===== src/verilog/bridge_config.svh =====
`ifndef BRIDGE_CONFIG_SVH
`define BRIDGE_CONFIG_SVH

// Data path width of both the native bus and the AXI data channels
`define DATA_W 32

// Byte address width
`define ADDR_W 32

// The memory holds 2**MEM_DEPTH_LOG2 words of DATA_W bits
`define MEM_DEPTH_LOG2 8

// Cycles the memory waits before it raises a channel ready
`define MEM_WAIT_CYCLES 2

`endif

===== src/verilog/axi_pkg.sv =====
`include "bridge_config.svh"

package axi_pkg;

   // AXI response encoding
   typedef logic [1:0] axi_resp_t;

   localparam axi_resp_t RESP_OKAY   = 2'b00;
   localparam axi_resp_t RESP_EXOKAY = 2'b01;
   localparam axi_resp_t RESP_SLVERR = 2'b10;
   localparam axi_resp_t RESP_DECERR = 2'b11;

   // Protection attribute used for all bridge traffic
   // Unprivileged, secure, data access
   localparam logic [2:0] PROT_DEFAULT = 3'b000;

   // Write address channel payload
   // Every transaction is one 32-bit beat, so length, size and burst stay implicit
   typedef struct packed {
      logic [`ADDR_W-1:0] addr;
      logic [2:0]         prot;
   } axi_aw_t;

   // The read address channel carries the same fields
   typedef axi_aw_t axi_ar_t;

   // Write data channel payload
   // No last flag since each burst has a single beat
   typedef struct packed {
      logic [`DATA_W-1:0]   data;
      logic [`DATA_W/8-1:0] strb;
   } axi_w_t;

   // Write response channel payload
   typedef struct packed {
      axi_resp_t resp;
   } axi_b_t;

   // Read data channel payload
   typedef struct packed {
      logic [`DATA_W-1:0] data;
      axi_resp_t          resp;
   } axi_r_t;

endpackage


===== src/verilog/iob_pkg.sv =====
`include "bridge_config.svh"

package iob_pkg;

   // Request from the native master that stays stable until s_ready
   typedef struct packed {
      logic [`ADDR_W-1:0]   addr;
      logic [`DATA_W-1:0]   wdata;
      logic [`DATA_W/8-1:0] wstrb; // All zero means a read
   } iob_req_t;

   // Response that is valid in the s_ready cycle and held until the next completion
   typedef struct packed {
      logic [`DATA_W-1:0] rdata;
      logic               err;   // Slave answered with anything but OKAY
   } iob_rsp_t;

endpackage


===== src/verilog/iob_axi_bridge.sv =====
`timescale 1ns/1ps
`include "bridge_config.svh"

module iob_axi_bridge (
   input  logic               clk,
   input  logic               rst,
   input  logic               s_valid,
   input  iob_pkg::iob_req_t  s_req,
   output logic               s_ready,
   output iob_pkg::iob_rsp_t  s_rsp,
   output logic               awvalid,
   output axi_pkg::axi_aw_t   aw,
   input  logic               awready,
   output logic               wvalid,
   output axi_pkg::axi_w_t    w,
   input  logic               wready,
   input  logic               bvalid,
   input  axi_pkg::axi_b_t    b,
   output logic               bready,
   output logic               arvalid,
   output axi_pkg::axi_ar_t   ar,
   input  logic               arready,
   input  logic               rvalid,
   input  axi_pkg::axi_r_t    r,
   output logic               rready
);

   typedef enum logic [2:0] {
      ST_IDLE,
      ST_AW,
      ST_W,
      ST_B,
      ST_AR,
      ST_R
   } state_t;

   state_t           state;
   axi_pkg::axi_aw_t addr_q;   // Shared by AW and AR since only one is open at a time
   axi_pkg::axi_w_t  wdata_q;
   logic             start;

   assign start = (state == ST_IDLE) && s_valid;

   always_ff @(posedge clk or posedge rst) begin
      if (rst) begin
         state   <= ST_IDLE;
         s_ready <= 1'b0;
      end else begin
         s_ready <= 1'b0;
         case (state)
            ST_IDLE: begin
               if (s_valid) begin
                  state <= (|s_req.wstrb) ? ST_AW : ST_AR;
               end
            end
            ST_AW: if (awready) state <= ST_W;
            ST_W:  if (wready) state <= ST_B;
            ST_B: begin
               if (bvalid) begin
                  state   <= ST_IDLE;
                  s_ready <= 1'b1;
               end
            end
            ST_AR: if (arready) state <= ST_R;
            ST_R: begin
               if (rvalid) begin
                  state   <= ST_IDLE;
                  s_ready <= 1'b1;
               end
            end
            default: state <= ST_IDLE;
         endcase
      end
   end

   // Channel payloads and the native response
   always_ff @(posedge clk) begin
      if (start) begin
         addr_q.addr  <= s_req.addr;
         addr_q.prot  <= axi_pkg::PROT_DEFAULT;
         wdata_q.data <= s_req.wdata;
         wdata_q.strb <= s_req.wstrb;
      end
      if (state == ST_B && bvalid) begin
         s_rsp.err <= (b.resp != axi_pkg::RESP_OKAY);
      end
      if (state == ST_R && rvalid) begin
         s_rsp.rdata <= r.data;
         s_rsp.err   <= (r.resp != axi_pkg::RESP_OKAY);
      end
   end

   assign aw = addr_q;
   assign ar = addr_q;
   assign w  = wdata_q;

   // Handshake signals follow the state directly
   assign awvalid = (state == ST_AW);
   assign wvalid  = (state == ST_W);
   assign bready  = (state == ST_B);
   assign arvalid = (state == ST_AR);
   assign rready  = (state == ST_R);

   a_aw_hold: assert property (@(posedge clk) disable iff (rst)
      awvalid && !awready |=> awvalid);
   a_w_hold: assert property (@(posedge clk) disable iff (rst)
      wvalid && !wready |=> wvalid);
   a_ar_hold: assert property (@(posedge clk) disable iff (rst)
      arvalid && !arready |=> arvalid);
   a_ready_pulse: assert property (@(posedge clk) disable iff (rst)
      s_ready |=> !s_ready);

endmodule


===== config.mk =====
export PLATFORM = sky130hd
export DESIGN_NAME = iob_axi_bridge
export DESIGN_NICKNAME = d
export VERILOG_FILES = /design/src/verilog/axi_pkg.sv /design/src/verilog/iob_pkg.sv /design/src/verilog/iob_axi_bridge.sv
export VERILOG_INCLUDE_DIRS = /design/src /design/src/verilog
export SDC_FILE = /design/constraint.sdc
export NUM_CORES = 1
export LEC_CHECK = 0
export ABC_AREA = 1
export BUFFER_PORTS_ARGS = -buffer_cell sky130_fd_sc_hd__clkbuf_2
export CORE_MARGIN = 2
export CORE_UTILIZATION = 36
export CTS_CLUSTER_DIAMETER = 50
export DETAILED_ROUTE_END_ITERATION = 12
export PLACE_DENSITY = 0.71
export SYNTH_ARGS = -nofsm -noshare
export SYNTH_HDL_FRONTEND = slang
export SYNTH_SLANG_ARGS = --single-unit

===== constraint.sdc =====
create_clock -name clk -period 12.3 [get_ports clk]
set_input_delay 0.615 -clock clk [delete_from_list [all_inputs] [get_ports clk]]
set_output_delay 0.615 -clock clk [all_outputs]
set_load 0.03 [all_outputs]

Yosys cells after proc, flatten, opt, wreduce, memory -nomap -nowiden
Cells that the tools add are included.
{"block": "word_totals", "register_bits": 105, "latch_bits": 0, "ramBits": 0, "rom_bits": 0, "in_bits": 112, "output_inout_bits": 145, "elab_cells": 40, "memories": 0}
{"block": "op_classes", "n_addsub": 0, "multipliers": 0, "n_div": 0, "order_cmp": 0, "eq_ne": 11, "shifts": 0, "mux": 13, "bitwise": 0, "reduce_logical": 9}
{"operator": "2-to-1 mux 3 bit", "n": 7}
{"operator": "one-hot mux 3 bit (6 select lines)", "n": 1}
{"operator": "equality test 3 x 2 -> 1 bit (second input constant)", "n": 2}
{"operator": "equality test 3 bit (second input constant)", "n": 2}
{"operator": "!= test 2 x 1 -> 1 bit (second input constant)", "n": 3}
{"operator": "!= test 2 bit (second input constant)", "n": 3}
{"operator": "AND reduction 6 bit", "n": 1}
{"operator": "nonzero test 2 bit", "n": 3}
{"operator": "2-to-1 mux 1 bit", "n": 4}
{"operator": "OR reduction 4 bit", "n": 1}
{"operator": "equality test 3 x 1 -> 1 bit (second input constant)", "n": 1}
{"operator": "logical AND 1 bit", "n": 3}
{"operator": "zero test 3 bit", "n": 1}
{"operator": "one-hot mux 1 bit (2 select lines)", "n": 1}

Logic depth before layout (Yosys ltp)
{"block": "logic_depth", "depth_word": 4, "ltp_mapped": 8}

Worst setup path after synthesis
No wires, ideal clock.
{"block": "synth_path", "path_type": "register to register", "start": "reg state[0]", "end": "reg addr_q (netlist bit ar[10]), enable pin", "setup_ns": 0.577, "arrival_ns": 5.311, "slack_ns": 6.412, "path_stages_with_launch": 5, "period_less_slack_ns": 5.888, "cell_sequence": "dfrtp_1 -> buf_6 -> nor2_2 -> inv_1 -> nor3_1"}
{"block": "synth_between", "elab_chain_cells": 2}
{"element": "from (decl)", "line_no": "iob_axi_bridge.sv:37", "rtl": "state_t state;"}
{"element": "from (signal assigned)", "line_no": "iob_axi_bridge.sv:53", "rtl": "state <= (|s_req.wstrb) ? ST_AW : ST_AR;"}
{"element": "zero test 3 bit", "line_no": "iob_axi_bridge.sv:42", "rtl": "assign start = (state == ST_IDLE) && s_valid;"}
{"element": "logical AND 1 bit", "line_no": "iob_axi_bridge.sv:42"}
{"element": "via start", "line_no": "iob_axi_bridge.sv:40", "rtl": "logic start;"}
{"element": "to (decl)", "line_no": "iob_axi_bridge.sv:38", "rtl": "axi_pkg::axi_aw_t addr_q;"}
The timed path passes the listed nets, and every way through them passes these cells.
A chain may end at the register's enable or synchronous reset.

Final worst setup path
{"block": "layout_path", "start": "reg state[2]", "end": "out wvalid"}
{"block": "layout_between", "elab_chain_cells": 1}
{"element": "equality test 3 x 2 -> 1 bit", "line_no": "iob_axi_bridge.sv:99", "rtl": "assign wvalid = (state == ST_W);"}
{"element": "to (decl)", "line_no": "iob_axi_bridge.sv:14", "rtl": "output logic wvalid,"}
No other way between the ends.

==> flow_summary_export.csv <==
group,metric,value,unit
clock_network,tritoncts,"done",
clock_network,clock-root-buffer,"clkbuf_8",
place,post-place-cells,555,
route,ant_nets,0,
grt,grt_pass1_wl,12100,um
place,dp_hpwl,6610,um
yosys,syn_inst,202,
yosys,synth_top_area_cell,"edfxtp_1",
setup_path,r2r-start,"state[0]",
yosys,syn_area_per_cell,18.3,sq um
yosys,yosys_warnings,0,
clock_network,cts_resized,0,
finish,multi_input_area,245,sq um
setup_path,critPathBufInv,3,
finish,mostFrequentLayoutCell,"clkbuf_2",
sta,max_freq,481,MHz
sta,holdWs,0.116,ns
clock_network,cts_setup_buffers,0,
setup_path,critPathKind,"flip-flop to primary output",
clock_network,h-tree-depth,3,
clock_network,cts_buffers,9,
yosys,syn-cell-area,0.00370,sq mm
route,first_pass_iters,4,
power,vdd_ir_drop_max,0.116,mV
grt,gr-total-overflow,0,
finish,n_fill_cell,887,
setup_path,r2r-end,"w[4]",
die,io_pins,257,
clock_network,clk_pin_slew,0.09,ns
power,p_per_area,191,mW/mm^2
clock_network,clk_latency,0.36,ns
sta,finalCritPeriodShare,0.169,
sta,fin_setup_tns,0,ns
clock_network,clockBufferDepth,2,
sta,clock_skew,0.00603,ns
place,portBuffers,250,
setup_path,critical_path.max_fanout,11,
sta,slew_headroom,0.442,
die,start_util,0.365,
setup_path,reg2reg_slack,10.31,ns
route,wirelength,8420,um
route,route.detailed.drc,0,
grt,grt_usage,0.145,
grt,grt_pass1_vias,2380,
setup_path,critical-path-top-delay-family,"flip-flops",
clock_network,cts_hold_buf,0,
setup_path,start_kind,"flip-flop",
finish,regArea,0.00313,sq mm
die,die_h,105,um
grt,grt_max_degree,69,
run,cap_viol_max_count,0,
grt,grtUsageMet2,0.259,
place,routabilityCongestion,0.784,
status,status,"finished, final reports clean",
finish,n_antenna_cell,0,
power,power,0.967,mW
clock_network,clock_sink_count,105,
finish,final_util,0.500,
finish,syn2layout_area_growth,37.0,%
yosys,synth_top_area_frac,0.819,
yosys,yosysSeqAreaShare,0.847,
yosys,ys_top_cells_by_area,"edfxtp_1 (82%), buf_4 (7.9%), dfrtp_1 (2.7%), inv_1 (1.0%), nand2_1 (1.0%)",
finish,final_layout_size_suffix_gt1_frac,0.637,
setup_path,path_cells,"inv_1, nand2_2, clkinv_1, clkbuf_2",
sta,tightest_slew,0.838,ns
setup_path,slowest_delay,0.57,ns
setup_path,arrival,1.46,ns
die,rows,37,
setup_path,end_kind,"primary output",
setup_path,cp_slowest_cell,"dfrtp_1",
route,wire_per_inst,14.7,um
sta,hold_violations,0,
finish,layout_common_cells,"clkbuf_2 (250), edfxtp_1 (101), inv_1 (10), nand2_1 (10), clkbuf_8 (9)",
finish,layout.nets,542,
power,p_leak,2.31,nW
grt,busiest_layer,"met2",
die,coreArea,0.0101,sq mm
route,vias_per_cell,4.22,
sta,rsz0062_at_grt,"no",
route,drt_iter0_markers,82,
grt,grtUsageMet1,0.154,
die,dieArea,0.0111,sq mm
yosys,synthDistinctLibCells,20,
route,vias,2407,
grt,grt_antenna_before_repair,0,
sta,period_needed,2.08,ns
setup_path,cp.required,11.69,ns
finish,post_layout_nonfiller_instances,571,
setup_path,rr_worst_depth,4,
grt,use_met3,0.0383,
yosys,synth_seq_cells,105,
min_path,hold_class,"input pin to asynchronous set/reset pin",
sta,setup_violations,0,
sta,slew_violations,0,
die,die_w,105,um
[cell usage after synthesis]
| master | n |
|---|---|
| buf_4 | 39 |
| nor3_1 | 2 |
| edfxtp_1 | 101 |
| conb_1 | 1 |
| o21ai_1 | 2 |
| nand2_1 | 10 |
| o21ai_0 | 3 |
| inv_2 | 1 |
| nand4_1 | 2 |
| buf_6 | 1 |
| inv_1 | 10 |
| nor2_1 | 9 |
| nand3_1 | 5 |
| a21oi_1 | 2 |
| nand3_2 | 1 |
| nand2_2 | 3 |
| o21a_1 | 1 |
| dfrtp_1 | 4 |
| nor2_2 | 4 |
| clkinv_1 | 1 |
[per-stage QoR]
step | setup WS (ns) | cell area (sq um)
3_5_place_dp | 10.30 | 4860
2_1_floorplan | 6.41 | 3720
4_1_cts | 10.20 | 5070
6_report | 10.22 | 5070
5_1_grt | 10.11 | 5070
3_3_place_gp | 10.34 | 4860
[where the power goes]
part | total [mW] | internal [mW] | switching, mW | leakage, nW
sequential | 0.475 | 0.452 | 0.0230 | 0.974
combinational | 0.268 | 0.0658 | 0.202 | 1.23
clock | 0.225 | 0.115 | 0.110 | 0.108
total | 0.967 | 0.632 | 0.335 | 2.31
[metal layers]
metal	up-vias	wire length, um
met3	10	707
met4	0	163
met5	-	0
met1	1127	3080
met2	141	4470
li1	1129	-
[worst max path at each step]
stage,endpoint,cells past startpoint,start,slack [ns]
floorplan,ar[10],4,state[0],6.41
global placement,w[28],4,s_valid,10.34
detailed placement,ar[15],4,s_valid,10.30
CTS,wvalid,4,state[2],10.20
global route,wvalid,4,state[2],10.11
finish,wvalid,4,state[2],10.22
[state kept, by name (all words and copies together), names as in the netlist]
register  count
ar           32
s_ready       1
s_rsp        33
state         3
w            36
[layout make-up]
type	instances	share of cell area
Sequential cell	105	0.618
Timing Repair Buffer	252	0.250
Multi-Input combinational cell	50	0.0484
Tap cell	136	0.0336
Clock buffer	11	0.0259
Clock inverter	5	0.0155
Inverter	12	0.00888
[cell families after synthesis]
kind of cell           after synthesis  synth area share
DFF                                105             0.847
buffers and inverters               52            0.0943
and+or+nand+nor                     36            0.0467
AOI/OAI and AO/OA                    8            0.0115
other                                1           0.00101
[worst reg2reg max path, delay by kind of cell (launching register included)]
family,cells,cell delay (ns)
buffers and inverters,2,0.76
DFF,1,0.50
and+or+nand+nor,2,0.32
Power figures use the tool's default switching activity.
